===== src/design/memPkg.sv =====
package memPkg;

    localparam int addrWidth = 17;  // Byte address, sets the RAM size
    localparam int dataWidth = 32;
    localparam int lenWidth  = 2;

    localparam int ramBytes = 1 << addrWidth;

    // Length codes hold the byte count minus one
    localparam logic [lenWidth-1:0] lenByte = 2'd0;
    localparam logic [lenWidth-1:0] lenHalf = 2'd1;
    localparam logic [lenWidth-1:0] lenWord = 2'd3;

    // Bit positions in the controller wait vector
    localparam int portFetch = 0;
    localparam int portData  = 1;

endpackage


===== src/design/lsuPkg.sv =====
package lsuPkg;

    import memPkg::*;

    localparam int tagWidth   = 4;
    localparam int opDepth    = 8;
    localparam int fetchDepth = 4;

    // One queued load or store with its reservation tag
    typedef struct packed {
        logic                 store;
        logic [addrWidth-1:0] addr;
        logic [dataWidth-1:0] data;   // Store data, ignored for loads
        logic [lenWidth-1:0]  len;
        logic [tagWidth-1:0]  tag;
    } lsOp_t;

    // Instruction fetch is always a full word
    typedef struct packed {
        logic [addrWidth-1:0] addr;
    } fetchReq_t;

endpackage


===== src/design/syncFifo.sv =====
`timescale 1ns/1ps

module syncFifo #(
    parameter type payload_t = logic [7:0],
    parameter int  depth     = 4
) (
    input  logic     clk,
    input  logic     rst,
    input  logic     rdy,
    input  logic     push,
    input  payload_t pushData,
    output logic     full,
    input  logic     pop,
    output payload_t popData,
    output logic     empty
);
    localparam int ptrWidth = (depth > 1) ? $clog2(depth) : 1;
    localparam logic [ptrWidth-1:0] lastPtr = ptrWidth'(depth - 1);
    localparam logic [ptrWidth:0] fullCount = (ptrWidth + 1)'(depth);

    payload_t            mem [depth];
    logic [ptrWidth-1:0] rdPtr;
    logic [ptrWidth-1:0] wrPtr;
    logic [ptrWidth:0]   count;
    logic                doPush;
    logic                doPop;

    function automatic logic [ptrWidth-1:0] nextPtr(input logic [ptrWidth-1:0] p);
        return (p == lastPtr) ? '0 : p + 1'b1;
    endfunction

    assign full    = (count == fullCount);
    assign empty   = (count == '0);
    assign doPop   = rdy && pop && !empty;
    assign doPush  = rdy && push && (!full || doPop);  // Full queue takes a push on a pop
    assign popData = mem[rdPtr];

    always_ff @(posedge clk) begin
        if (doPush) begin
            mem[wrPtr] <= pushData;
        end
    end

    always_ff @(posedge clk) begin
        if (rst) begin
            rdPtr <= '0;
            wrPtr <= '0;
            count <= '0;
        end else begin
            if (doPush) begin
                wrPtr <= nextPtr(wrPtr);
            end
            if (doPop) begin
                rdPtr <= nextPtr(rdPtr);
            end
            if (doPush && !doPop) begin
                count <= count + 1'b1;
            end else if (doPop && !doPush) begin
                count <= count - 1'b1;
            end
        end
    end

endmodule


===== src/design/loadStoreBuffer.sv =====
`timescale 1ns/1ps

module loadStoreBuffer import memPkg::*, lsuPkg::*; (
    input  logic                 clk,
    input  logic                 rst,
    input  logic                 rdy,

    // Operation entry in program order
    input  logic                 opValid,
    input  logic                 opStore,
    input  logic [addrWidth-1:0] opAddr,
    input  logic [dataWidth-1:0] opData,
    input  logic [lenWidth-1:0]  opLen,
    input  logic [tagWidth-1:0]  opTag,
    output logic                 opReady,

    // Access slot side
    input  logic                 slotFree,
    output logic                 issueEn,
    output lsOp_t                issueOp
);
    lsOp_t newOp;
    logic  full;
    logic  empty;
    logic  accept;

    assign newOp = '{
        store: opStore,
        addr:  opAddr,
        data:  opData,
        len:   opLen,
        tag:   opTag
    };

    assign opReady = rdy && !full;
    assign accept  = opValid && opReady;

    // Head leaves only when the slot can take it, so loads and stores stay in order
    assign issueEn = rdy && slotFree && !empty;

    syncFifo #(
        .payload_t (lsOp_t),
        .depth     (opDepth)
    ) opQueue (
        .clk      (clk),
        .rst      (rst),
        .rdy      (rdy),
        .push     (accept),
        .pushData (newOp),
        .full     (full),
        .pop      (issueEn),
        .popData  (issueOp),
        .empty    (empty)
    );

endmodule


===== config.mk =====
export PLATFORM = sky130hd
export DESIGN_NAME = loadStoreBuffer
export DESIGN_NICKNAME = d
export VERILOG_FILES = /design/src/design/memPkg.sv /design/src/design/lsuPkg.sv /design/src/design/syncFifo.sv /design/src/design/loadStoreBuffer.sv
export SDC_FILE = /design/constraint.sdc
export NUM_CORES = 1
export LEC_CHECK = 0
export ABC_AREA = 1
export BUFFER_PORTS_ARGS = -buffer_cell sky130_fd_sc_hd__buf_2
export CAP_MARGIN = 15
export CORE_ASPECT_RATIO = 0.8
export CORE_MARGIN = 4
export CORE_UTILIZATION = 45
export DETAILED_ROUTE_END_ITERATION = 10
export GPL_ROUTABILITY_DRIVEN = 0
export SLEW_MARGIN = 20
export SYNTH_ARGS = -nofsm -noshare
export SYNTH_HDL_FRONTEND = slang
export SYNTH_HIERARCHICAL = 1
export SYNTH_SLANG_ARGS = --single-unit

===== constraint.sdc =====
create_clock -name clk -period 7.65 [get_ports clk]
set_input_delay 0 -clock clk [delete_from_list [all_inputs] [get_ports clk]]
set_output_delay 0 -clock clk [all_outputs]
set_load 0.02 [all_outputs]

==> Word level (Yosys, flattened, before mapping) <==
Memory sizes are Yosys's and may differ from the RTL's. A register that Yosys moved wholly into a read port is not among the register bits.
Cells that the tools add are included.
{ "totals": {"register_bits": 10, "ram_bits": 448, "in_bits": 61, "out_inout_bits": 58, "wordCells": 36, "memories": 1} }
{ "mem_list": {"columns": ["memory", "depth", "width", "rd", "rd_clocked_by_memory_dff", "write_ports", "line_no", "source"], "rows": [
  ["opQueue.mem", 8, 56, 1, 1, 1, "syncFifo.sv:21", "payload_t mem [depth];"]
]} }
{ "op_classes": {"addsub": 4, "n_eq_ne": 3, "mux": 8, "n_reduce_logical": 17} }
{ "ops": {"columns": ["op", "count"], "rows": [
  ["$mux W3", 4],
  ["$logic_and A1 B1 Y1", 10],
  ["$mux W4", 2],
  ["$add A3 B1 Y3 const B", 2],
  ["$eq A3 B3 Y1 const B", 2],
  ["$add A4 B1 Y4 const B", 1],
  ["$eq A4 B4 Y1 const B", 1],
  ["$logic_not A1 Y1", 4],
  ["$logic_not A4 Y1", 1],
  ["$sub A4 B1 Y4 const B", 1],
  ["$mux W1", 2],
  ["$reduce_bool A2 Y1", 1],
  ["$logic_or A1 B1 Y1", 1]
]} }

==> Longest topological paths before layout <==
{ "depth": {"depth_word": 11, "depth_mapped": 19, "mapped_depth_nobuf": 19} }

==> By module <==
The synthesis kept the hierarchy.
{ "by_module_without_submodules": {"columns": ["mod", "instances", "cells_per_inst", "area_per_inst_um2", "seq_area_each_um2"], "rows": [
  ["syncFifo", 1, 1600, 18585.3, 13713.2],
  ["loadStoreBuffer", 1, 7, 28.8, 0.0]
]} }

==> Worst setup path after synthesis <==
OpenSTA, ideal clock, no wires.
{ "synth_path": {"kind": "register -> register", "from": "reg opQueue.count[0]", "to": "mem opQueue/mem[0][0] (netlist bit) (enable)", "setup_time_ps": 470, "arrival_time_ps": 3865, "required_ps": 7180, "setup_slack_ps": 3315, "path_stages_with_launch": 11, "n_path_buf": 0, "period_less_slack_ps": 4335, "path_cell_list": "dfxtp_1 -> nor2_1 -> nand3_1 -> inv_1 -> nor2_1 -> inv_1 -> nand3_1 -> nand2_1 -> inv_1 -> nand2_1 -> nor2_1"} }
{ "synth_between": {"elab_chain_len": 9, "word_cells_on_any_way": 14, "classes_between": "eq/ne: 1; mux: 2; reduce/logical: 11"} }
{ "synth_rtl": {"columns": ["element", "line_no", "source"], "rows": [
  ["start, declared", "syncFifo.sv:24", "logic [ptrWidth:0] count;"],
  ["start signal, assigned", "syncFifo.sv:57", "count <= count + 1'b1;"],
  ["start signal, assigned", "syncFifo.sv:59", "count <= count - 1'b1;"],
  ["$logic_not A4 Y1", "syncFifo.sv:33", "assign empty = (count == '0);"],
  ["via empty", "loadStoreBuffer.sv:24", "logic empty;"],
  ["$logic_not A1 Y1", "loadStoreBuffer.sv:39", "assign issueEn = rdy && slotFree && !empty;"],
  ["$logic_and A1 B1 Y1", "loadStoreBuffer.sv:39", null],
  ["via issueEn", "loadStoreBuffer.sv:19", "output logic issueEn,"],
  ["$logic_and A1 B1 Y1 (2 in a row)", "syncFifo.sv:34", "assign doPop = rdy && pop && !empty;"],
  ["$logic_or A1 B1 Y1", "syncFifo.sv:35", "assign doPush = rdy && push && (!full || doPop);"],
  ["$logic_and A1 B1 Y1", "syncFifo.sv:35", null],
  ["via opQueue.doPush", "syncFifo.sv:25", "logic doPush;"],
  ["$mux W1", "syncFifo.sv:39", "if (doPush) begin"],
  ["$mux W1 (not written as such)", "syncFifo.sv:40", "mem[wrPtr] <= pushData;"],
  ["end, declared", "syncFifo.sv:21", null]
]} }
The timed path passes the listed nets, and every way through them passes these cells.

==> impl_metrics.tcl <==
set metrics [dict create \
    criticalPathCategory "register to output port" \
    slew_headroom 0.2832 \
    htreeDepth 2 \
    cpPeakStageDelay_ns 0.95 \
    ys_types 24 \
    grt_pass1_wl_mm 67.60 \
    synth_seq_cells 461 \
    cts_made_buffers 47 \
    grt_pass1_vias 11910 \
    pwr_density_cell_nw_per_um2 244.4 \
    drcViolationCount 0 \
    syn-num-nets 1676 \
    hold_path.class "input port to register" \
    dp_slack_ns 4.215 \
    clock_skew_ns 0.02091 \
    grt_setup_unrepaired "no" \
    seq_area_frac_synth 0.7367 \
    synthToLayoutAreaGrowth_pct 15.80 \
    core-area_um2 40790 \
    cts_max_path_buffers 3 \
    fp.dieArea_um2 44700 \
    slew_viol_final 0 \
    grtUsageTotal 0.1911 \
    seqCellArea_um2 13720 \
    path_common_cell "nand2_1" \
    first_pass_iters 5 \
    endpoint_kind "output port" \
    fin_util 0.5284 \
    via_per_inst 5.102 \
    path_max_fanout 95 \
    synth_top_family_by_area "simple AND/OR/NAND/NOR gates" \
    synth_adder_area_share 0.005781 \
    avgRoutedWirePerCell_um 18.43 \
    cp-start-kind "register" \
    cp_slowest_cell "buf_4" \
    hold_violations 0 \
    nets 1832 \
    synthCells 1607 \
    num_vias 11950 \
    drt_iter0_drc 932 \
    yosys.area_share.xor_xnor 0.0009410 \
    setup_tns_ns 0 \
    finalCritPeriodShare 0.5267 \
    synthMuxAreaShare 0 \
    drtAntennaViolNets 0 \
    post_dp_cell_area_um2 19560 \
    drive_gt1_frac 0.1174 \
    die_y_um 189.9 \
    holdWs_ns 0.01458 \
    cp_cell_sequence "buf_4 > buf_4 > nor2_1 > nor2_1 > o21ai_1 > nand2_1 > nand2_1 > nand2_1 > buf_2" \
    grt_start_max_net_pins 135 \
    design.portCount 119 \
    insertion_delay_ns 0.57 \
    worst_pin_slew_ns 1.075 \
    post-cts-setup-buffers 0 \
    critPathRequiredTime_ns 7.65 \
    cts_root_buf "clkbuf_16" \
    start_util 0.4563 \
    cts_tree "built" \
    ir_drop_v 0.0001549 \
    leakage_nw 8.006 \
    hpwl_mm 21.21 \
    yosys_warnings 6 \
    multiInputGateArea_um2 4338 \
    fill_cells 3575 \
    wirelength_mm 43.17 \
    synth_compound_area_frac 0.06171 \
    arrival_ns 4.03 \
    die_x_um 235.4 \
    io_buffers 118 \
    syn_area_um2 18610 \
    fmax_mhz 248.2 \
    max_cap_viol_count 0 \
    antenna_found_initial 4 \
    clkTransAtPathRegs_ns 0.06 \
    rows 66 \
    status "complete, no violations" \
    synthSimpleGateAreaFrac 0.1614 \
    fin_crit_ns 4.030 \
    syn_avg_cell_area_um2 11.58 \
    setup_violations 0 \
    finalInstanceArea_um2 21560 \
    clock-sinks 461 \
    globalRouteOverflowTotal 0 \
    setup_ws_ns 3.620 \
]
[cells in the final DEF (no fill, tap or decap)]
| cell | instances |
|---|---|
| dfxtp_4 | 2 |
| dfxtp_1 | 10 |
| nand3_1 | 7 |
| clkinv_2 | 7 |
| inv_6 | 2 |
| bufinv_16 | 2 |
| nor4_1 | 1 |
| buf_2 | 118 |
| clkbuf_16 | 47 |
| inv_2 | 1 |
| clkinv_1 | 12 |
| inv_4 | 1 |
| xor2_1 | 2 |
| inv_1 | 23 |
| ha_1 | 7 |
| nand2_1 | 307 |
| clkbuf_1 | 11 |
| o21ai_1 | 164 |
| nor2_1 | 469 |
| dfxtp_2 | 1 |
| clkinv_8 | 2 |
| a21oi_1 | 2 |
| o211ai_1 | 1 |
| nor2_4 | 8 |
| clkinvlp_4 | 1 |
| o21ai_0 | 62 |
| nand3b_1 | 1 |
| diode_2 | 2 |
| nor2_2 | 1 |
| dlygate4sd3_1 | 58 |
| or2_2 | 1 |
| edfxtp_1 | 448 |
| buf_4 | 17 |
| fa_1 | 1 |
[state kept, by name, summed over array words and instances (netlist names), named ones only]
signal / cells
opQueue/count: 4
opQueue/mem: 448
opQueue/rdPtr: 3
opQueue/wrPtr: 3
[final cells by class]
cell class              count  area share
diodes                      2   0.0002322
well taps                 544     0.03158
clock inverters            25    0.008765
clock buffers              58     0.05648
flip-flops and latches    461      0.6366
multi-input cells        1034      0.2012
inverters                  26    0.004876
repair buffers            193     0.06025
[synth_stat cells]
master    instances  area (um2)
nand3b_1          1       7.510
inv_1            24       90.09
o211ai_1          1       7.510
buf_6            12       135.1
nand2_1         307        1152
fa_1              1       20.02
o21ai_0          62       310.3
o21ai_1         164       820.8
xor2_1            2       17.52
buf_1             4       15.01
edfxtp_1        448       13450
nor2_2            1       6.260
ha_1              7       87.58
buf_4            18       135.1
nor4_1            1       6.260
inv_4             1       6.260
inv_2             1       3.750
or2_2             1       6.260
dfxtp_1          13       260.3
nor2_1          477        1790
buf_2            34       170.2
a21oi_1           2       10.01
clkbuf_1         18       67.56
nand3_1           7       35.03
[logic make-up after synthesis]
group	count (synthesis)
buf+inv	112
xor+xnor	2
flops	461
compound gates	229
simple gates	795
fa+ha+maj	8
[metal layers]
metal | vias to the layer above | routed length, um | track usage
met5 | - | 27 | 0
met4 | 4 | 858 | 0.04945
met3 | 72 | 2255 | 0.03232
met2 | 316 | 19640 | 0.3086
met1 | 5782 | 20390 | 0.2732
li1 | 5779 | - | -
[path summary, 6_finish.rpt]
| path | start | end | slack [ns] | cells after the start |
|---|---|---|---|---|
| setup / recovery | register | issueOp[46] | 3.62 | 9 |
| hold / removal | slotFree | register | 0.01 | 7 |
| setup reg to reg | opQueue/count[0] | opQueue/mem[4][15] | 4.30 | 11 |
| hold reg to reg | opQueue/rdPtr[1] | register | 0.52 | 2 |
[critical path, delay by kind of cell (launching register included)]
family / cells / cell delay (ns)
and+or+nand+nor: 5 / 0.53
AOI/OAI and AO/OA: 1 / 0.08
DFF: 1 / 0.92
buffers and inverters: 3 / 1.86
[metrics by stage]
stage,instances,total power [W]
2_1_floorplan,1607,0.003049
3_3_place_gp,2200,0.003168
3_5_place_dp,2200,0.003174
4_1_cts,2341,0.005315
5_1_grt,2343,0.005460
6_report,2343,0.005267
[where the power goes]
part	total [W]	leakage, nW	switching, W	internal (W)
Combinational	0.000334	3.18	0.000228	0.000107
Sequential	0.00281	4.14	0.0000145	0.00279
Clock	0.00213	0.685	0.000930	0.00120
Total	0.00527	8.01	0.00117	0.00410
[what timing repair did]
action                     CTS  global route
setup endpoints to repair    0             0
hold buffers                58             0
resized for setup            0             0
hold endpoints to repair   461             0
No activity file was read; power rests on OpenSTA's default activity.
