File: config.mk
export PLATFORM = sky130hd
export DESIGN_NAME = dataAccessSlot
export DESIGN_NICKNAME = d
export VERILOG_FILES = /design/src/design/memPkg.sv /design/src/design/lsuPkg.sv /design/src/design/dataAccessSlot.sv
export SDC_FILE = /design/constraint.sdc
export NUM_CORES = 1
export LEC_CHECK = 0
export BUFFER_PORTS_ARGS = -buffer_cell sky130_fd_sc_hd__buf_2
export CORE_UTILIZATION = 40
export DETAILED_ROUTE_END_ITERATION = 6
export HOLD_SLACK_MARGIN = 0.06
export PLACE_DENSITY_LB_ADDON = 0.25
export SETUP_SLACK_MARGIN = 0.2
export SYNTH_ARGS = -nofsm -noshare
export SYNTH_HDL_FRONTEND = slang
export SYNTH_SLANG_ARGS = --single-unit
File: constraint.sdc
create_clock -name clk -period 2.21 [get_ports clk]
set_clock_uncertainty 0.1 [all_clocks]
set_input_delay 0 -clock clk [delete_from_list [all_inputs] [get_ports clk]]
set_output_delay 0 -clock clk [all_outputs]
set_load 0.05 [all_outputs]
File: src/design/memPkg.sv
package memPkg;

    localparam int addrWidth = 17;  // Byte address, sets the RAM size
    localparam int dataWidth = 32;
    localparam int lenWidth  = 2;

    localparam int ramBytes = 1 << addrWidth;

    // Length codes hold the byte count minus one
    localparam logic [lenWidth-1:0] lenByte = 2'd0;
    localparam logic [lenWidth-1:0] lenHalf = 2'd1;
    localparam logic [lenWidth-1:0] lenWord = 2'd3;

    // Bit positions in the controller wait vector
    localparam int portFetch = 0;
    localparam int portData  = 1;

endpackage

File: src/design/lsuPkg.sv
package lsuPkg;

    import memPkg::*;

    localparam int tagWidth   = 4;
    localparam int opDepth    = 8;
    localparam int fetchDepth = 4;

    // One queued load or store with its reservation tag
    typedef struct packed {
        logic                 store;
        logic [addrWidth-1:0] addr;
        logic [dataWidth-1:0] data;   // Store data, ignored for loads
        logic [lenWidth-1:0]  len;
        logic [tagWidth-1:0]  tag;
    } lsOp_t;

    // Instruction fetch is always a full word
    typedef struct packed {
        logic [addrWidth-1:0] addr;
    } fetchReq_t;

endpackage

File: src/design/dataAccessSlot.sv
`timescale 1ns/1ps

module dataAccessSlot import memPkg::*, lsuPkg::*; (
    input  logic                 clk,
    input  logic                 rst,
    input  logic                 rdy,

    // From the load/store buffer
    input  logic                 issueEn,
    input  lsOp_t                issueOp,
    output logic                 slotFree,

    // Memory controller data port
    input  logic                 memWait,
    input  logic                 memDone,
    input  logic [dataWidth-1:0] memRdata,
    output logic                 memEn,
    output logic                 memStore,
    output logic [addrWidth-1:0] memAddr,
    output logic [dataWidth-1:0] memData,
    output logic [lenWidth-1:0]  memLen,

    // Tagged result
    output logic                 resDone,
    output logic [dataWidth-1:0] resData,
    output logic [tagWidth-1:0]  resTag
);
    lsOp_t held;
    logic  occupied;
    logic  resDoneQ;

    // Free during reset too, the buffer is empty then anyway
    assign slotFree = rst || (rdy && !occupied);

    // Request stays up until the controller has latched it
    assign memEn    = rdy && occupied && !memWait;
    assign memStore = held.store;
    assign memAddr  = held.addr;
    assign memData  = held.data;
    assign memLen   = held.len;

    assign resDone = rdy && resDoneQ;  // Pulse waits out a stall

    always_ff @(posedge clk) begin
        if (rdy && issueEn) begin
            held <= issueOp;
        end
        if (rdy && memDone) begin
            resData <= memRdata;
            resTag  <= held.tag;
        end
    end

    always_ff @(posedge clk) begin
        if (rst) begin
            occupied <= 1'b0;
            resDoneQ <= 1'b0;
        end else if (rdy) begin
            resDoneQ <= memDone;
            if (memDone) begin
                occupied <= 1'b0;
            end
            if (issueEn) begin
                occupied <= 1'b1;
            end
        end
    end

endmodule

## Yosys cells after proc, flatten, opt, wreduce, memory -nomap -nowiden

Cells that the tools add are included.

- Reduce and logical (&&, ||, !) cells: 11
- Mux-type cells: 2

Operators with widths:

| cell | number |
|---|---|
| logical AND 1 bit | 6 |
| zero test 1 bit | 2 |
| two-way mux 1 bit | 2 |
| AND reduction 2 bit | 1 |
| nonzero test 2 bit | 1 |
| logical OR 1 bit | 1 |

- Bits in registers: 94
- Input bits: 94
- Output and inout port bits: 91
- Word-level logic and storage cells: 22

## Depth between registers and ports, before layout

Gate-level depths: netlist (run 1).

- Depth after elaboration: 3
- Gate-level depth with buffers: 2
- Gate-level depth less buffers: 2

## Least setup slack after synthesis (run 1)

OpenSTA, ideal clock, no wires.

- Path type: input to register
- From: in issueEn
- To: reg held[0] (netlist name) (enable)
- Path slack: 958 ps
- Data required time: 1721 ps
- Path buffers: 0
- Library setup time: 389 ps
- Stages: 1
- Arrival: 763 ps
- Cells stage by stage: and2_2

- Cells in the longest elaborated chain, start to end: 1

Ends and longest elaborated chain:

| item | line | text |
|---|---|---|
| start: declaration | dataAccessSlot.sv:9 | `input logic issueEn,` |
| logical AND 1 bit | dataAccessSlot.sv:45 | `if (rdy && issueEn) begin` |
| end signal: assignment | dataAccessSlot.sv:46 | `held <= issueOp;` |
| end: declaration | dataAccessSlot.sv:28 | `lsOp_t held;` |

No other way between the ends.
A chain may end at the register's enable or synchronous reset.

==> results of run 1 <==
-- cell usage after synthesis --
cell,n
edfxtp_1,92
buf_4,51
and2_2,2
dfxtp_1,2
nor2_1,2
a21o_2,1
and2_4,1
inv_1,1
mux2i_1,1
nand2_1,1
nand3b_1,1
o31ai_4,1
-- registers in the layout, summed over array words and instances (netlist names) --
| register | count |
|---|---|
| memData | 32 |
| resData | 32 |
| memAddr | 17 |
| held | 4 |
| resTag | 4 |
| memLen | 2 |
| memStore | 1 |
| occupied | 1 |
| resDoneQ | 1 |
-- what timing repair did --
action                                 in CTS  in global routing
endpoints found under the hold margin      90                  0
buffers inserted                            0                  0
hold buffers                               92                  0
-- layer usage --
layer	vias to the layer above	GRT usage (%)
met5	-	0
met4	0	10.2
met3	18	4.68
met2	140	27.6
met1	926	17.0
li1	993	-
-- cell type report --
cell class              instances  area [um2]
clock buffers                   9         124
well taps                     102         128
inverters                       1        3.75
fillers                       557        2740
repair buffers                277        1860
multi-input cells              10        82.6
flip-flops and latches         94        2800
clock inverters                 7        63.8
-- power breakdown --
| part | total, mW | switching, mW | internal [mW] |
|---|---|---|---|
| Clock | 1.04 | 0.610 | 0.434 |
| Combinational | 0.748 | 0.505 | 0.243 |
| Sequential | 2.11 | 0.0283 | 2.08 |
-- final timing paths --
path / from / end / slack, ps / cells after the start
worst min register to register: held[0]$_DFFE_PP_ / resTag[0]$_DFFE_PP_ / 320 / 0
worst max register to register: resDoneQ$_SDFFE_PP0P_ / resDoneQ$_SDFFE_PP0P_ / 910 / 3
worst min-delay path: memDone / resData[11]$_DFFE_PP_ / 150 / 2
worst max-delay path: rst / occupied$_SDFFE_PP0P_ / 900 / 5
-- through the flow --
stage | power [mW] | hold WS [ps]
2_1_floorplan | 2.66 | -27.6
4_1_cts | 3.94 | 140
3_3_place_gp | 2.76 | 76.4
6_report | 3.90 | 150
5_1_grt | 4.03 | 158
3_5_place_dp | 2.77 | 78.1
-- cells by family after synthesis --
| family | count (synthesis) | synth area share, % |
|---|---|---|
| flip-flops | 94 | 85.7 |
| buffers and inverters | 52 | 11.8 |
| AND/OR/NAND/NOR | 7 | 1.30 |
| AO/OA/AOI/OAI | 2 | 0.918 |
| multiplexers | 1 | 0.306 |
==> impl_summary.md, run 1 <==
Run status
The run finished with clean final reports.

Placed design
After detailed placement, the total cell area comes to 3960 um2. The total of buffers placed on input and output ports is 184. The final weighted congestion in routability-driven placement is 0.703. Timing analysis after detailed placement gives a worst setup slack of 1090 ps. The number of placed instances, taps included, is 392.

Die
The die covers 8550 um2. The initial core utilization is 41.9%. After floorplanning, the core was sized to cover 7810 um2. The number of standard-cell rows in the floorplan is 32.

The die span in x is 92.4 um. The top-level port count is 185. The height of the die is 92.4 um.

Setup path
The nature of the critical path endpoint is a flip-flop. Walking the worst path, the cells encountered are dlygate4sd3_1 > buf_2 > nand3b_1 > dlygate4sd3_1 > o31ai_4. The worst setup path is launched from an input pin. The maximum fanout along the worst path is 4. The critical path in this run is classified as in2reg. The cell repeated most along the worst path is dlygate4sd3_1. The arrival time at the worst endpoint is 1480 ps. The number of buffers and inverters on the critical path is 3. For this run, the slowest stage of the critical path takes 590 ps. The cell family contributing the most delay on the critical path is buffers and inverters. Data on the critical path is required at its endpoint by 2380 ps. For this design, the slowest cell found on the critical path is dlygate4sd3_1.

Route
Summed over all layers, the routed wires come to 6890 um. The detailed-routed wire length on met3 is 685 um. The routed design uses 3370 um of met2 wire. The number of nets with antenna violations after routing is 0. After detailed routing, the number of remaining DRC violations is 0. Dividing the detail-routed via count by the number of cells gives 4.15.

The highest metal layer used by the detailed router is met4. For this run, the detailed router's first-pass iteration total came to 4. Summing over every cut layer, the via total after detailed routing is 2,077. After the first detailed-routing iteration, the DRC count stood at 58. The wire length per cell after detailed routing is 13.8 um. The met1 layer wirelength in the final routing is 2610 um.

Finish
Leaving out filler cells and counting taps, the final layout contains 500. The most common library cell in the layout ignoring fill and taps is buf_2. The area added between synthesis and finish is 54.8%.

The final core area utilization is 64.9%. The finished cells cover 5070 um2. The top cell types in the final layout, fill and taps aside, are buf_2, edfxtp_1, dlygate4sd3_1, clkbuf_8. The antenna diode instance count is 0. The net count reported at finish is 487. Of the cells placed in the final design, the portion with a size suffix greater than 1 is 51.8%.

STA
The summed negative setup slack over all endpoints is 0 ps. The final critical delay including setup and external delays is 1310 ps. The total count of max-transition violations in the final report is 0. Setup repair after global routing left no endpoint under its margin. The relative slew slack is 68.3%. Static timing analysis puts the maximum clock frequency at 764 MHz. The number of failing setup endpoints in the final timing report is 0. The hold violation total from the final report was 0. At the pin with the least slew margin, the transition time is 475 ps. The worst path meets setup with 901 ps of slack. The part of the cycle the worst path needs is 59.2%.

CTS
The clock buffer count from CTS is 9. Clock tree synthesis selected as its root buffer the cell clkbuf_8. The depth of the CTS H-tree is 3. TritonCTS built the clock tree. CTS saw 94 sinks. Once the clock tree was built, the resizer swapped 0 gates to a different size. After clock tree synthesis, the clock-pin slew on the worst setup and hold paths is 100 ps. The clock latency reported for the late side of the worst-skew pair is 340 ps. The maximum buffer depth of the clock tree is 2.

Global routing
The via count of the first global-routing pass was 2,166. Global routing used 16.0% of the available tracks across all layers. Entering global routing, the biggest net connects 57 pins.

The initial antenna violation count was 0. Summed over all layers, the global routing overflow is 0. The wire length of the first global-routing pass is 9940 um.

Synthesis
In this run, distinct cell masters in the synthesized netlist total 12. Yosys attributes the largest share of cell area to edfxtp_1, buf_4, dfxtp_1, o31ai_4, and2_2. The proportion of synthesized chip area in sequential cells is 85.7%.

The cell count after synthesis came out at 156. The biggest area contributor in the post-synthesis netlist is edfxtp_1. The post-synthesis instance area is 3270 um2.

Synthesis produced a netlist with a net count of 250. Synthesis inferred 94 register bits. A synthesized cell averages 21.0 um2. After synthesis, the largest area contributor takes up 84.4% of total cell area. Yosys printed 0 warnings.

Pwr
The leakage power total is 2.12 nW. The power per standard cell area is 771 nW/um2. IR analysis of the VDD net gives a maximum drop of 424 uV.

Worst hold path
The min-delay analysis places its worst path in the category in2reg.

Job
The max-cap check violation count is 0.
Note: power is estimated with default switching activity, not from simulation.
==> run 2, diff against run 1 <==
- clock period: 2.21 -> 1.3 ns (I/O delays scaled with it)
==> run 2 against run 1 <==
Hold slack got worse by 77 ps. Die area unchanged. Routed wire length increased by 13%. Total power increased by 74%. First-iteration DRC count decreased by 10%. Critical path depth decreased by 2. Critical path type is now reg2out. Critical endpoint is now slotFree.
==> impl_summary.md, run 2 (synthesis gave the netlist of run 1 again) <==
Finish
Of the cells placed in the final design, the portion with a size suffix greater than 1 is 53.3%. The area growth from synthesis to layout is 61.3%. The antenna diode instance count is 0. The layout has 519 filler cells. Cells fill 67.6% of the core in the end. After the flow finishes, the layout carries non-filler instances totaling 509. The area occupied by registers is 2810 um2. The total area of multi-input combinational cells is 93.8 um2. The net count reported at finish is 496. The library cell used most frequently in the layout, excluding fill and tap cells, is buf_2. In the layout the commonest cells are buf_2, edfxtp_1, dlygate4sd3_1, buf_4, clkbuf_8.

STA
The minimum hold slack is 72.8 ps. Measured against its own limit, the worst slew margin works out to 81.5%. The hold violation total from the final report is 0. The slew at the pin closest to its max-slew limit is 280 ps. The final critical delay including setup and external delays is 1190 ps.

The total count of max-transition violations in the final report is 0. Setup repair after global routing could not meet its margin everywhere. The summed negative setup slack over all endpoints is 0 ps. The number of failing setup endpoints in the final timing report is 0. The peak clock frequency supported by timing is 843 MHz. The worst path uses 91.3% of the clock period.

Run status
The run finished with clean final reports.

Placed design
The half-perimeter wire length of the detailed placement result is 4340 um. Once placement completed, the tool counted placed cells totaling 396. Routability-driven placement finished with a final weighted congestion of 0.695.

Input and output buffers added on the ports amount to 184.

Setup path
In this run the critical register-to-register path is captured at occupied$_SDFFE_PP0P_. The timing startpoint of the critical path is occupied$_SDFFE_PP0P_. The worst register-to-register path begins at occupied$_SDFFE_PP0P_.

STA classifies the critical path startpoint as a flip-flop. The capture point of the critical path is slotFree. The type of the setup path with the least slack is reg2out. The worst setup path is captured at an output port. Across all register-to-register paths, the minimum setup slack is 370 ps. The maximum fanout along the worst path is 2.

The arrival time at the worst endpoint is 1090 ps. The count of cells along the worst register-to-register path is 3. At the worst endpoint, the required time is 1200 ps.

Global routing
The initial antenna violation count is 0. The total overflow left after global routing is 0. The via count of the first global-routing pass was 2,269. The wire length of the first global-routing pass is 10,900 um. Entering global routing, the biggest net connects 29 pins. The total routing usage reported by global routing is 17.7%.

CTS
No sink is reached through more buffers than the 2 on the longest clock path. The clock buffer count from CTS is 9. The master cell of the clock root buffer is clkbuf_8. The depth of the CTS H-tree is 3. The clock transition time at the flip-flop clock pins of the worst setup and hold paths is 90 ps. The number of sinks on the clock net is 94. TritonCTS built the clock tree. The clock latency reported for the late side of the worst-skew pair is 340 ps.

Die
The height of the die is 92.4 um. The area of the die is 8550 um2. The placeable core area is 7810 um2. The initial core utilization is 41.9%.

The die span in x is 92.4 um. 185 I/O pins were placed. The number of standard-cell rows in the floorplan is 32.

Route
The initial DRC count is 52. In this run the remaining antenna-violating nets after routing total 0. The count of vias placed by the detailed router is 2,145. The wire length per cell after detailed routing is 15.2 um. The remaining routing DRC violations is 0. For this block, the routed nets add up to 7760 um of wire. The pre-antenna-repair detailed-routing pass consisted of 4 iterations. The detailed-route vias per instance is 4.21.

Worst hold path
In this run the most critical hold path is launched from rdy. The path class of the lowest-slack min-delay path is in2reg.

Pwr
The peak supply drop is 724 uV. The leakage power total is 2.21 nW. Total power for the finished layout comes to 6.79 mW. Dividing total power by cell area gives a power density of 1290 nW/um2.

Job
Across the run, the number of max-cap violations was 0.
## run 2: cell types whose count changed in the layout (fill, tap and decap cells not counted), sizes merged
| cell | previous run | this run |
|---|---|---|
| buf | 185 | 188 |
| bufinv | 0 | 1 |
| clkbuf | 9 | 15 |
| clkinv | 1 | 3 |
| clkinvlp | 2 | 3 |
| inv | 5 | 1 |
## run 2: per-layer routing
metal / vias to the layer above / global-route usage, % / share of wire [%]
li1: 1010 / - / -
met4: 0 / 8.46 / 2.3
met5: - / 0 / 0
met1: 974 / 18.9 / 38
met2: 146 / 29.8 / 48
met3: 15 / 7.80 / 12
## run 2: worst min-delay path by stage
stage,to,slack (ps),depth (start not counted)
after global placement,resData[30]$_DFFE_PP_,80,1
after floorplan,resDoneQ$_SDFFE_PP0P_,-30,1
after detailed placement,resData[14]$_DFFE_PP_,80,1
final,memAddr[11]$_DFFE_PP_,70,2
after CTS,resDoneQ$_SDFFE_PP0P_,-250,2
after global routing,memAddr[11]$_DFFE_PP_,60,2
## run 2: worst max-delay path: stages (launching register included)
cell,delay (ps)
dfxtp_2,350
inv_2,50
a21o_4,200
buf_8,140
## run 2: report_power, final
| part | switching (mW) | leakage [nW] | total, mW | internal, mW |
|---|---|---|---|---|
| logic | 0.883 | 1.24 | 1.36 | 0.477 |
| registers | 0.0503 | 0.881 | 3.59 | 3.54 |
| clock network | 0.962 | 0.0863 | 1.83 | 0.872 |
## run 2: area by class of cell
type	count	area share, %
Inverter	1	0.0711
Timing Repair Buffer	286	39.0
Clock buffer	9	2.35
Tap cell	102	2.42
Clock inverter	7	1.23
Sequential cell	94	53.2
Multi-Input combinational cell	10	1.78
## run 2: what timing repair did
| item | CTS | global route |
|---|---|---|
| pin swaps | 1 | 0 |
| gates resized for setup | 11 | 29 |
| hold buffers | 90 | 3 |
| hold endpoints to repair | 95 | 3 |
| gates cloned | 0 | 2 |
| endpoints found under the setup margin | 3 | 63 |
| buffers inserted | 0 | 3 |
## run 2: through the flow
step / cell area [um2] / setup WS [ps]
CTS: 5130 / 101
finish: 5280 / 113
global route: 5280 / 68.1
detailed placement: 4010 / 258
global placement: 4010 / 275
floorplan: 3270 / 201
