## config.mk

```make
export PLATFORM = sky130hd
export DESIGN_NAME = memCtrl
export DESIGN_NICKNAME = d
export VERILOG_FILES = /design/src/design/memPkg.sv /design/src/design/lsuPkg.sv /design/src/design/memCtrl.sv
export SDC_FILE = /design/constraint.sdc
export NUM_CORES = 1
export LEC_CHECK = 0
export ABC_AREA = 0
export BUFFER_PORTS_ARGS = -buffer_cell sky130_fd_sc_hd__buf_2
export CAP_MARGIN = 5
export CORE_AREA = 3 3 120 122
export CTS_BUF_LIST = sky130_fd_sc_hd__clkbuf_8
export DETAILED_ROUTE_END_ITERATION = 8
export DIE_AREA = 0 0 123 125
export GPL_ROUTABILITY_DRIVEN = 0
export GPL_TIMING_DRIVEN = 0
export PLACE_DENSITY_LB_ADDON = 0.12
export SYNTH_ARGS = -nofsm -noshare
export SYNTH_HDL_FRONTEND = slang
export SYNTH_SLANG_ARGS = --single-unit
export TNS_END_PERCENT = 10
```

## constraint.sdc

```tcl
create_clock -name clk -period 6.84 [get_ports clk]
set_input_delay 0 -clock clk [delete_from_list [all_inputs] [get_ports clk]]
set_output_delay 0 -clock clk [all_outputs]
set_load 0.03 [all_outputs]
```

## src/design/memPkg.sv

```systemverilog
package memPkg;

    localparam int addrWidth = 17;  // Byte address, sets the RAM size
    localparam int dataWidth = 32;
    localparam int lenWidth  = 2;

    localparam int ramBytes = 1 << addrWidth;

    // Length codes hold the byte count minus one
    localparam logic [lenWidth-1:0] lenByte = 2'd0;
    localparam logic [lenWidth-1:0] lenHalf = 2'd1;
    localparam logic [lenWidth-1:0] lenWord = 2'd3;

    // Bit positions in the controller wait vector
    localparam int portFetch = 0;
    localparam int portData  = 1;

endpackage

```

## src/design/lsuPkg.sv

```systemverilog
package lsuPkg;

    import memPkg::*;

    localparam int tagWidth   = 4;
    localparam int opDepth    = 8;
    localparam int fetchDepth = 4;

    // One queued load or store with its reservation tag
    typedef struct packed {
        logic                 store;
        logic [addrWidth-1:0] addr;
        logic [dataWidth-1:0] data;   // Store data, ignored for loads
        logic [lenWidth-1:0]  len;
        logic [tagWidth-1:0]  tag;
    } lsOp_t;

    // Instruction fetch is always a full word
    typedef struct packed {
        logic [addrWidth-1:0] addr;
    } fetchReq_t;

endpackage

```

## src/design/memCtrl.sv

```systemverilog
`timescale 1ns/1ps

module memCtrl import memPkg::*, lsuPkg::*; (
    input  logic                 clk,
    input  logic                 rst,
    input  logic                 rdy,

    // Data port from the access slot
    input  logic                 memEn,
    input  logic                 memStore,
    input  logic [addrWidth-1:0] memAddr,
    input  logic [dataWidth-1:0] memData,
    input  logic [lenWidth-1:0]  memLen,

    // Fetch queue head
    input  logic                 fetchEmpty,
    input  fetchReq_t            fetchAddr,
    output logic                 fetchPop,

    output logic [1:0]           memWait,
    output logic                 memDone,
    output logic [dataWidth-1:0] memRdata,
    output logic                 fetchDone,
    output logic [dataWidth-1:0] fetchData,

    // Byte-wide RAM
    output logic [addrWidth-1:0] ramAddr,
    output logic                 ramWe,
    output logic [7:0]           ramWdata,
    input  logic [7:0]           ramRdata
);
    typedef enum logic {
        stIdle,
        stBusy
    } state_t;

    state_t               state;
    logic                 servingData;
    logic                 storeQ;
    logic [addrWidth-1:0] baseQ;
    logic [dataWidth-1:0] wdataQ;
    logic [lenWidth-1:0]  lastQ;
    logic [lenWidth:0]    idx;        // Next byte to access, one ahead of the capture
    logic [dataWidth-1:0] rbuf;
    logic [addrWidth-1:0] holdAddr;
    logic                 memDoneQ;
    logic                 fetchDoneQ;

    logic                 startData;
    logic                 startFetch;
    logic [lenWidth-1:0]  capIdx;
    logic                 lastByte;
    logic [dataWidth-1:0] wshift;
    logic [dataWidth-1:0] rmerged;
    logic [addrWidth-1:0] accAddr;

    // Data wins, arbitration only from idle
    assign startData  = rdy && (state == stIdle) && memEn;
    assign startFetch = rdy && (state == stIdle) && !memEn && !fetchEmpty;
    assign fetchPop   = startFetch;

    assign capIdx   = lenWidth'(idx - 1'b1);
    assign lastByte = (capIdx == lastQ);
    assign wshift   = wdataQ >> {idx, 3'b000};
    assign rmerged  = rbuf | (dataWidth'(ramRdata) << {capIdx, 3'b000});

    // Byte 0 goes out in the start cycle, the rest one per busy cycle
    always_comb begin
        if (state == stIdle) begin
            accAddr  = startData ? memAddr : fetchAddr.addr;
            ramWe    = startData && memStore;
            ramWdata = memData[7:0];
        end else begin
            accAddr  = baseQ + addrWidth'(idx);
            ramWe    = rdy && storeQ && (idx <= {1'b0, lastQ});
            ramWdata = wshift[7:0];
        end
    end

    // During a stall the RAM re-reads the byte still to be captured
    assign ramAddr = rdy ? accAddr : holdAddr;

    assign memWait[portData]  = (state == stBusy && servingData) || memDoneQ;
    assign memWait[portFetch] = (state == stBusy && !servingData) || fetchDoneQ;

    assign memDone   = rdy && memDoneQ;
    assign fetchDone = rdy && fetchDoneQ;
    assign memRdata  = rbuf;
    assign fetchData = rbuf;

    always_ff @(posedge clk) begin
        if (rdy) begin
            holdAddr <= accAddr;
            if (startData) begin
                storeQ <= memStore;
                baseQ  <= memAddr;
                wdataQ <= memData;
                lastQ  <= memLen;
            end else if (startFetch) begin
                storeQ <= 1'b0;
                baseQ  <= fetchAddr.addr;
                lastQ  <= lenWord;
            end
            if (startData || startFetch) begin
                rbuf <= '0;  // Zero fill above the access length
            end else if (state == stBusy && !storeQ) begin
                rbuf <= rmerged;  // Little-endian assembly
            end
        end
    end

    always_ff @(posedge clk) begin
        if (rst) begin
            state       <= stIdle;
            servingData <= 1'b0;
            idx         <= '0;
            memDoneQ    <= 1'b0;
            fetchDoneQ  <= 1'b0;
        end else if (rdy) begin
            memDoneQ   <= 1'b0;
            fetchDoneQ <= 1'b0;
            if (state == stIdle) begin
                if (startData || startFetch) begin
                    state       <= stBusy;
                    servingData <= startData;
                    idx         <= {{lenWidth{1'b0}}, 1'b1};
                end
            end else if (lastByte) begin
                state      <= stIdle;
                memDoneQ   <= servingData;
                fetchDoneQ <= !servingData;
            end else begin
                idx <= idx + 1'b1;
            end
        end
    end

endmodule

```

# After elaboration in Yosys (flattened, before gate mapping)

Cells that the tools add are included.

Bits in latches: 0
Bits in writable memories: 0
Memories kept: 0
Logic and storage cells: 70
Register bits after elaboration: 108
Input port bits: 82
Bits in read-only memories: 0

Shift-type cells: 2
Divide/modulo/power cells: 0
$lt $le $gt $ge: 1
$add $sub $neg: 3
$mul: 0
Reduce and logical (&&, ||, !) cells: 27
Mux-type cells: 22
Eq/ne operators: 2
Bitwise gates (word level): 2

Operator list:

| cell                | number |
|---|---|
| $mux 17             | 5 |
| $mux 32             | 1 |
| $or 32x32->32       | 1 |
| $shl 8x5->32        | 1 |
| $shr 32x6->8        | 1 |
| $add 17x3->17       | 1 |
| $logic_and 1x1->1   | 12 |
| $mux 1              | 10 |
| $mux 3              | 3 |
| $mux 8              | 1 |
| $reduce_and 2->1    | 3 |
| $reduce_and 3->1    | 2 |
| $reduce_bool 2->1   | 3 |
| $logic_not 1->1     | 4 |
| $mux 2              | 2 |
| $add 3x1->3 const B | 1 |
| $le 3x2->1          | 1 |
| $logic_or 1x1->1    | 3 |
| $eq 2x2->1          | 1 |
| $ne 2x2->1 const B  | 1 |
| $sub 2x1->2 const B | 1 |
| $not 1->1           | 1 |

# Depth between registers and ports, before layout

Gate-level depths: netlist of the first run.

Depth after elaboration: 7
Gate-level depth with buffers: 7
Mapped depth without buffers: 6

# Worst setup path before layout of the first run

OpenSTA, ideal clock, no wires.

Kind: flip-flop to flip-flop
Start point: reg state
End point: reg rbuf[0], in the netlist fetchData[0] (enable)
Period minus slack after synthesis: 3681 ps
Data arrival time: 3215 ps
Library setup time: 466 ps
Stages on the path, launching flop included: 5
Path buffers: 2
Path slack: 3159 ps
Cells stage by stage: dfxtp_1 > clkbuf_1 > nand2_1 > clkbuf_1 > o21ai_0

Cells in the longest elaborated chain, start to end: 7
Elaborated cells on any way between the ends: 9
Classes of those cells: 1 x bitwise; 8 x reduce/logical

RTL lines:

| element                              | RTL line                     | text |
|---|---|---|
| start: declaration                   | memCtrl.sv:37                | `state_t state;` |
| start signal: assignment             | memCtrl.sv:114               | `state <= stIdle;` |
| start signal: assignment             | memCtrl.sv:124               | `state <= stBusy;` |
| start signal: assignment             | memCtrl.sv:129               | `state <= stIdle;` |
| $not 1->1 (no source line)           | n/a                          |  |
| $logic_and 1x1->1                    | memCtrl.sv:58, memCtrl.sv:59 |  |
| $logic_and 1x1->1 (2 in a row)       | memCtrl.sv:59                | `assign startFetch = rdy && (state == stIdle) && !memEn && !fetchEmpty;` |
| $logic_or 1x1->1                     | memCtrl.sv:104               | `if (startData \|\| startFetch) begin` |
| $reduce_bool 2->1 (no source line) * | n/a                          |  |
| $reduce_and 2->1 (no source line) *  | n/a                          |  |
| end signal: assignment               | memCtrl.sv:107               | `rbuf <= rmerged;` |
| end: declaration                     | memCtrl.sv:44                | `logic [dataWidth-1:0] rbuf;` |

Every way passes the cells marked *; elsewhere a longest branch is shown, timed or not.
A chain may end at the register's enable or synchronous reset.

# Worst setup path after layout of the first run

Start point: reg state
End point: reg baseQ[10], data pin

Cells in the longest elaborated chain, start to end: 4

RTL lines:

| element                        | RTL line       | text |
|---|---|---|
| $not 1->1 (no source line)     | n/a            |  |
| $logic_and 1x1->1 (2 in a row) | memCtrl.sv:58  | `assign startData = rdy && (state == stIdle) && memEn;` |
| $mux 17                        | memCtrl.sv:94  | `if (startData) begin` |
| end signal: assignment         | memCtrl.sv:96  | `baseQ <= memAddr;` |
| end signal: assignment         | memCtrl.sv:101 | `baseQ <= fetchAddr.addr;` |
| end: declaration               | memCtrl.sv:40  | `logic [addrWidth-1:0] baseQ;` |

Every way passes these cells.

==> out/results.md, run 1 <==
- 9870 microns — detailed-placement wirelength estimate
- 42 — pin count of the biggest net entering global routing
- 0 — # DRC
- 0 — post-route ant nets
- 42 — Rows
- 82 — # hold bufs at CTS
- 14000 microns — Final Routed Wirelength
- 0.37 ns — clock latency reported for the late side of the worst-skew pair
- 176 — number of I/O port buffers
- 4402 — total number of vias
- 0 — Hold Violations, Final
- 0 — Synth Warn #
- 49.7% — post-route clock period utilization
- 15.4 microns — detailed-route wire length per cell
- 3000 sq um — register area
- flop to flop — Setup Crit Path Kind
- no — RSZ-0062 raised after global routing
- 108 — count of clock tree sinks
- 3.53 ns — arrival time of data at the critical path endpoint
- 40.8% — area growth from synthesis to layout
- 11.5 sq um — average size of a mapped cell
- 84 — number of synthesized flops with an enable pin
- 0 — post-CTS setup repair buffer count
- 0.10 ns — clock slew at the register clock pins of the worst setup and hold paths
- 0 — final global-route overflow total
- 13300 sq um — standard cell core area
- 28.3% — Combinational Power Share
- 31.9% — switching part of the total
- 35.0% — share of post-route cells with drive strength above 1
- sky130_fd_sc_hd__buf_2, sky130_fd_sc_hd__edfxtp_1, sky130_fd_sc_hd__dlygate4sd3_1 — leading cell types in the layout, fill and taps excluded
- 816 — nets
- sky130_fd_sc_hd__clkbuf_8 — root buffer cell
- 0.79 ns — Largest stage delay, worst path
- 3 — depth of the CTS H-tree
- 36.8% — worst rel slew slack
- 22.8% — clock group share of total power
- 0 — post_cts resized
- sky130_fd_sc_hd__edfxtp_1 — Main synth FF type
- done — CTS tree
- clkbuf_1, nor2b_1, nand2_1, inv_2, buf_2, mux2_2, dlygate4sd3_1 — list of cells traversed by the critical path
- primary input to flop — worst min-delay path category
- 6760 microns — detailed-routed wire length on met2
- 0 — ANT cells
- 48.9% — part of the power in registers
- 0 — final-report setup violation count
- 0 — final-report max-slew violation count
- 4.85 — detail-routed via count per cell
- 9 — number of clock buffers inserted by TritonCTS
- 546 — Synth Net Count
- 1840 sq um — area used by multi-input combinational logic
- 0.529 mW — net load switching power
- 0 — initial antenna violation count
- 1.13 mW — Pint
- 3.40 ns — post-layout min period
- 1124 — Fillers
- 260 — Initial DRC Count
- met4 — max layer used
- 39.4% — initial standard-cell utilization of the core
- 6.97 ns — critical path required time
- finished, final reports clean — result of the run
- 0.947 ns — Least-Margin Pin Slew
- 5 — number of iterations in the first detailed-routing pass
- 6240 microns — wire length on met1
- 2 — number of buffers between clock root and the deepest sink
- 0% — ys async rst share
- 123 microns — x dimension of the die
- sky130_fd_sc_hd__buf_2 — Max stage delay cell, worst path
- 108 — number of synthesized register bits
- 4429 — via count of the first global-routing pass
- 18.3% — GRT Resource Usage Total
- 0.0112 ns — post-route clock skew
- 57.3% — sequential area share after synthesis
- sky130_fd_sc_hd__buf_2 — most frequent standard cell in the layout excluding fill and tap cells
- 3.99 ns — setup slack after placement
- 3.44 ns — Final WS setup
- 125 microns — Vert. Die Dim
- 0 ns — post-route setup TNS
- 22200 microns — global-route wire length before repair
- 3.18 nW — static leakage
- 294 MHz — Max Clock Freq
- 801 microns — met3 wire length
- flop — endpoint kind of the worst setup timing path
- 0 — total of max-cap violations
- 5240 sq um — post-synth design cell area
- 457 — cell count after synthesis
- 47 — post-synth cell types
- 41 — critical path fanouts, max
- flop — crit start category
- 0.121 mV — Worst IR Drop VDD
- 177 — Top-Level Pins
- 224 nW/um^2 — power density normalized to cell area
- 15400 sq um — Die Area
## layer usage
layer | vias up | global-route usage [%]
met2 | 153 | 31.3
met4 | 0 | 5.67
met1 | 2070 | 23.8
met5 | - | 0
met3 | 13 | 3.03
li1 | 2166 | -
## worst max-delay path: cells and delay by family (launching register included)
kind | cells | cell delay [ns]
flip-flops | 1 | 0.32
buffers and inverters | 4 | 1.85
multiplexers | 1 | 0.41
AND/OR/NAND/NOR | 2 | 0.57
## cell usage after synthesis (3+ instances only)
cell,number,area (sq um)
sky130_fd_sc_hd__edfxtp_1,84,2520
sky130_fd_sc_hd__nor2_1,50,188
sky130_fd_sc_hd__a21oi_1,46,230
sky130_fd_sc_hd__nand2_1,35,131
sky130_fd_sc_hd__buf_4,32,240
sky130_fd_sc_hd__dfxtp_1,24,480
sky130_fd_sc_hd__inv_1,22,82.6
sky130_fd_sc_hd__mux2i_1,19,190
sky130_fd_sc_hd__mux2_2,16,180
sky130_fd_sc_hd__o21ai_0,12,60.1
sky130_fd_sc_hd__clkbuf_1,10,37.5
sky130_fd_sc_hd__nand3_1,9,45.0
sky130_fd_sc_hd__mux4_2,8,180
sky130_fd_sc_hd__o22ai_1,8,50.1
sky130_fd_sc_hd__xnor2_1,8,70.1
sky130_fd_sc_hd__ha_1,6,75.1
sky130_fd_sc_hd__and2_1,5,31.3
sky130_fd_sc_hd__buf_2,5,25.0
sky130_fd_sc_hd__nor2b_1,5,31.3
sky130_fd_sc_hd__o221ai_1,5,43.8
sky130_fd_sc_hd__a21o_1,4,30.0
sky130_fd_sc_hd__and3_1,4,25.0
sky130_fd_sc_hd__buf_1,4,15.0
sky130_fd_sc_hd__nor3_1,4,20.0
sky130_fd_sc_hd__nand4_1,3,18.8
sky130_fd_sc_hd__o211ai_1,3,22.5
sky130_fd_sc_hd__or3_1,3,18.8
## worst paths after layout
kind	cells after the start	to	start	slack (ns)
max	7	baseQ[10]$_DFFE_PP_	state$_SDFFE_PP0P_	3.44
min reg2reg	2	holdAddr[5]$_DFF_P_	holdAddr[5]$_DFF_P_	0.47
max reg2reg	7	baseQ[10]$_DFFE_PP_	state$_SDFFE_PP0P_	3.44
min	5	holdAddr[12]$_DFF_P_	memAddr[12]	0.02
## flip-flops by register name, summed over array words and instances, names as in the netlist
register,flops
servingData,1
holdAddr,17
memDoneQ,1
wdataQ,32
storeQ,1
baseQ,17
fetchDoneQ,1
lastQ,2
state,1
idx,3
fetchData,32
## cell families after synthesis
logic type	count (synthesis)	share of synthesized area [%]
flops	108	57.3
compound gates	90	10.4
simple gates	125	10.7
xor+xnor	9	1.50
mux	43	10.5
fa+ha+maj	7	1.81
buf+inv	75	7.78
## area by class of cell
class / count / area share, %
Multi-Input combinational cell: 274 / 25.0
Clock buffer: 9 / 1.68
Clock inverter: 7 / 0.797
Tap cell: 176 / 2.98
Buffer: 51 / 4.32
Inverter: 24 / 1.22
Sequential cell: 108 / 40.7
Timing Repair Buffer: 259 / 23.3
## power by group through the flow
stage / combinational (mW) / sequential, mW / clock, mW
2_1_floorplan: 0.255 / 0.860 / 0
3_3_place_gp: 0.422 / 0.826 / 0
3_5_place_dp: 0.431 / 0.826 / 0
4_1_cts: 0.473 / 0.811 / 0.390
5_1_grt: 0.506 / 0.818 / 0.416
6_report: 0.468 / 0.810 / 0.377
## metrics by stage
step	hold slack, ns	std cells	total power, mW	util [%]	cell area, sq um
after CTS	0.00219	908	1.67	55.5	7380
after floorplan	0.0691	457	1.11	-	5240
after global routing	0.0503	908	1.74	55.5	7380
after global placement	0.176	809	1.25	47.7	6340
after detailed placement	0.178	810	1.26	47.9	6370
final	0.0178	908	1.66	55.5	7380
Note: power is estimated with default switching activity, not from simulation.
==> run 2, diff against run 1 <==
ABC_AREA = 1   (was 0)
CORE_AREA = 3 3 122 124   (was 3 3 120 122)
DIE_AREA = 0 0 125 127   (was 0 0 123 125)
clock period = 2.8 ns   (was 6.84 ns; I/O delays follow)
==> run 2 against run 1 <==
Net effect:
- critical path type is now flop to output port
- sequential share of layout area is 0.76 points lower
- clock-buffer cell count stayed put
- via count is 9.7% higher
- highest routed layer unchanged
- largest cell class unchanged
==> out/results.md, run 2 <==
- 28.2% — Combinational Power Share
- 4829 — total number of vias
- sky130_fd_sc_hd__nand2_1 — cell mode on critical path
- 47.0% — part of the power in registers
- primary input to flop — worst min-delay path category
- 0.57 ns — Largest stage delay, worst path
- 2.61 ns — post-layout min period
- 5 — number of iterations in the first detailed-routing pass
- 3.50 nW — static leakage
- 0 — # DRC
- ramRdata[7] — start point of the worst min-delay path
- 127 microns — Vert. Die Dim
- output port — endpoint kind of the worst setup timing path
- 2.85 mW — Pint
- sky130_fd_sc_hd__edfxtp_1 — Main synth FF type
- 5410 sq um — post-synth design cell area
- 55.5% — sequential area share after synthesis
- 584 — cell count after synthesis
- 14.4 microns — detailed-route wire length per cell
- 9.27 sq um — average size of a mapped cell
- nor2_8, nand2_8, inv_6, buf_12, nand2_1, nand2_2, dlygate4sd3_1, nand2_1, o211ai_2, buf_2 — list of cells traversed by the critical path
- 13900 sq um — standard cell core area
- 0.0108 ns — post-route clock skew
- 2.80 ns — critical path required time
- 0 — total of max-cap violations
- sky130_fd_sc_hd__clkbuf_8 — root buffer cell
- 7520 sq um — final instance area
- 4.22 mW — total power
- 273 — Initial DRC Count
- 0.09 ns — clock slew at the register clock pins of the worst setup and hold paths
- 30.8% — share of post-route cells with drive strength above 1
- 14900 microns — Final Routed Wirelength
- 93.4% — post-route clock period utilization
- 108 — count of clock tree sinks
- sky130_fd_sc_hd__buf_2 — most frequent standard cell in the layout excluding fill and tap cells
- state$_SDFFE_PP0P_ — start of the worst register-to-register path
- 0 — final global-route overflow total
- 0 — Hold Violations, Final
- 84 — number of synthesized flops with an enable pin
- 10300 microns — detailed-placement wirelength estimate
- 0 — post-route ant nets
- 2 — number of buffers between clock root and the deepest sink
- 42 — pin count of the biggest net entering global routing
- 561 nW/um^2 — power density normalized to cell area
- sky130_fd_sc_hd__edfxtp_1 — most area-hungry cell type in the Yosys netlist
- 6550 sq um — Placed Instance Area
- sky130_fd_sc_hd__nand2_1, sky130_fd_sc_hd__edfxtp_1, sky130_fd_sc_hd__nor2_1, sky130_fd_sc_hd__inv_1, sky130_fd_sc_hd__o21ai_0 — Post-synth top cells
- flop — crit start category
- sky130_fd_sc_hd__buf_2, sky130_fd_sc_hd__nand2_1, sky130_fd_sc_hd__edfxtp_1 — leading cell types in the layout, fill and taps excluded
- 125 microns — x dimension of the die
- 18.7% — GRT Resource Usage Total
- 4 — number of buffer and inverter stages on the critical path
- finished, final reports clean — result of the run
- 4651 — via count of the first global-routing pass
- 54.3% — worst rel slew slack
- 0.185 ns — Final WS setup
- 0.685 ns — Least-Margin Pin Slew
- 41 — critical path fanouts, max
- 382 MHz — Max Clock Freq
- 0% — ys async rst share
- 4.69 — detail-routed via count per cell
- 0 — Synth Warn #
- 23500 microns — global-route wire length before repair
- 2.61 ns — arrival time of data at the critical path endpoint
- state$_SDFFE_PP0P_ — startpoint of the worst setup timing path
- 3 — depth of the CTS H-tree
- flop to output port — Setup Crit Path Kind
- 46.6% — area share of the leading cell type in the synthesized netlist
- sky130_fd_sc_hd__edfxtp_1, sky130_fd_sc_hd__nand2_1, sky130_fd_sc_hd__dfxtp_1 — leading post-synthesis cells by cell area
- 0 — final-report max-slew violation count
- done — CTS tree
- 38 — post-synth cell types
- 673 — Synth Net Count
- 934 — nets
- 0.286 mV — Worst IR Drop VDD
- 32.6% — switching part of the total
- 0.779 ns — setup slack after placement
- 39.0% — initial standard-cell utilization of the core
- sky130_fd_sc_hd__nand2_1 — cell with the most instances after synthesis
- 1308 — Fillers
- buffers and inverters — category of cells accounting for the largest share of critical-path delay
- 38.9% — area growth from synthesis to layout
- 0 — final-report setup violation count
- 43 — Rows
- 0 — ANT cells
- 177 — Top-Level Pins
- 24.9% — clock group share of total power
- 175 — number of I/O port buffers
- sky130_fd_sc_hd__dlygate4sd3_1 — Max stage delay cell, worst path
- 0.38 ns — clock latency reported for the late side of the worst-skew pair
- 9 — number of clock buffers inserted by TritonCTS
- 1.38 mW — net load switching power
- 108 — number of synthesized register bits
- 0 — initial antenna violation count
- 15900 sq um — Die Area
run 2: cell count changes in the layout (fill, tap and decap cells not counted), moves of 10 or more:
cell	delta
sky130_fd_sc_hd__nand2_1	+104
sky130_fd_sc_hd__a21oi_1	-32
sky130_fd_sc_hd__inv_1	+29
sky130_fd_sc_hd__o21ai_0	+29
sky130_fd_sc_hd__nand3_1	+25
sky130_fd_sc_hd__mux2i_1	-19
sky130_fd_sc_hd__mux2_2	-16
sky130_fd_sc_hd__nand2_2	+10
sky130_fd_sc_hd__nor2_1	+10
run 2: tightest hold or removal path, stage by stage:
cell and delay, ns:
sky130_fd_sc_hd__buf_2 0.12, sky130_fd_sc_hd__a31oi_1 0.09, sky130_fd_sc_hd__nor2_1 0.08
run 2: cell type report:
type	instances	area [sq um]	area share (%)
Multi-Input combinational cell	367	1840	24.5
Tap cell	180	225	3.00
Timing Repair Buffer	250	1640	21.9
Clock inverter	7	91.3	1.21
Inverter	56	221	2.95
Sequential cell	108	3000	39.9
Clock buffer	9	124	1.65
Buffer	53	369	4.91
run 2: worst paths after layout:
check	to	slack, ns	depth (start not counted)
worst max-delay path	ramAddr[2]	0.19	10
worst min-delay path	fetchData[23]$_SDFFCE_PN0P_	0.03	3
worst max register to register	holdAddr[2]$_DFF_P_	0.73	9
worst min register to register	holdAddr[4]$_DFF_P_	0.49	2
run 2: metrics by stage:
stage | hold WS (ns) | std cells | util (%) | setup TNS [ns]
floorplan | 0.0691 | 584 | - | 0
global placement | 0.178 | 939 | 46.9 | -18.38
detailed placement | 0.178 | 940 | 47.2 | 0
CTS | 0.00567 | 1030 | 54.1 | 0
global route | 0.0310 | 1030 | 54.2 | -0.0205
finish | 0.0303 | 1030 | 54.2 | 0
run 2: repair_timing:
item,4_1_cts,5_1_grt
endpoints found under the setup margin,0,9
hold endpoints to repair,79,0
resized for setup,0,3
hold buffers,74,0
setup buffers,0,0
run 2: cell families (layout without fill, tap and decap cells):
logic type | Yosys count | in the layout | synth area share, %
XOR/XNOR | 4 | 4 | 0.647
AND/OR/NAND/NOR | 255 | 255 | 20.1
AO/OA/AOI/OAI | 101 | 101 | 11.3
buffers and inverters | 109 | 375 | 10.7
adder cells (fa/ha/maj) | 7 | 7 | 1.76
flip-flops | 108 | 108 | 55.5
run 2: metal layers:
metal  up-vias  routed length (microns)  track usage [%]
li1       2439                        -                -
met4         0                      349             7.53
met5         -                        0                0
met1      2210                     6430             24.0
met2       161                     7280             31.7
met3        19                      796             2.93
run 2: power by group through the flow:
stage | clock network (mW) | logic [mW] | registers (mW)
4_1_cts | 1.08 | 1.19 | 1.99
6_report | 1.05 | 1.19 | 1.98
3_3_place_gp | 0 | 1.07 | 2.02
5_1_grt | 1.15 | 1.29 | 2.00
3_5_place_dp | 0 | 1.10 | 2.02
2_1_floorplan | 0 | 0.659 | 2.10
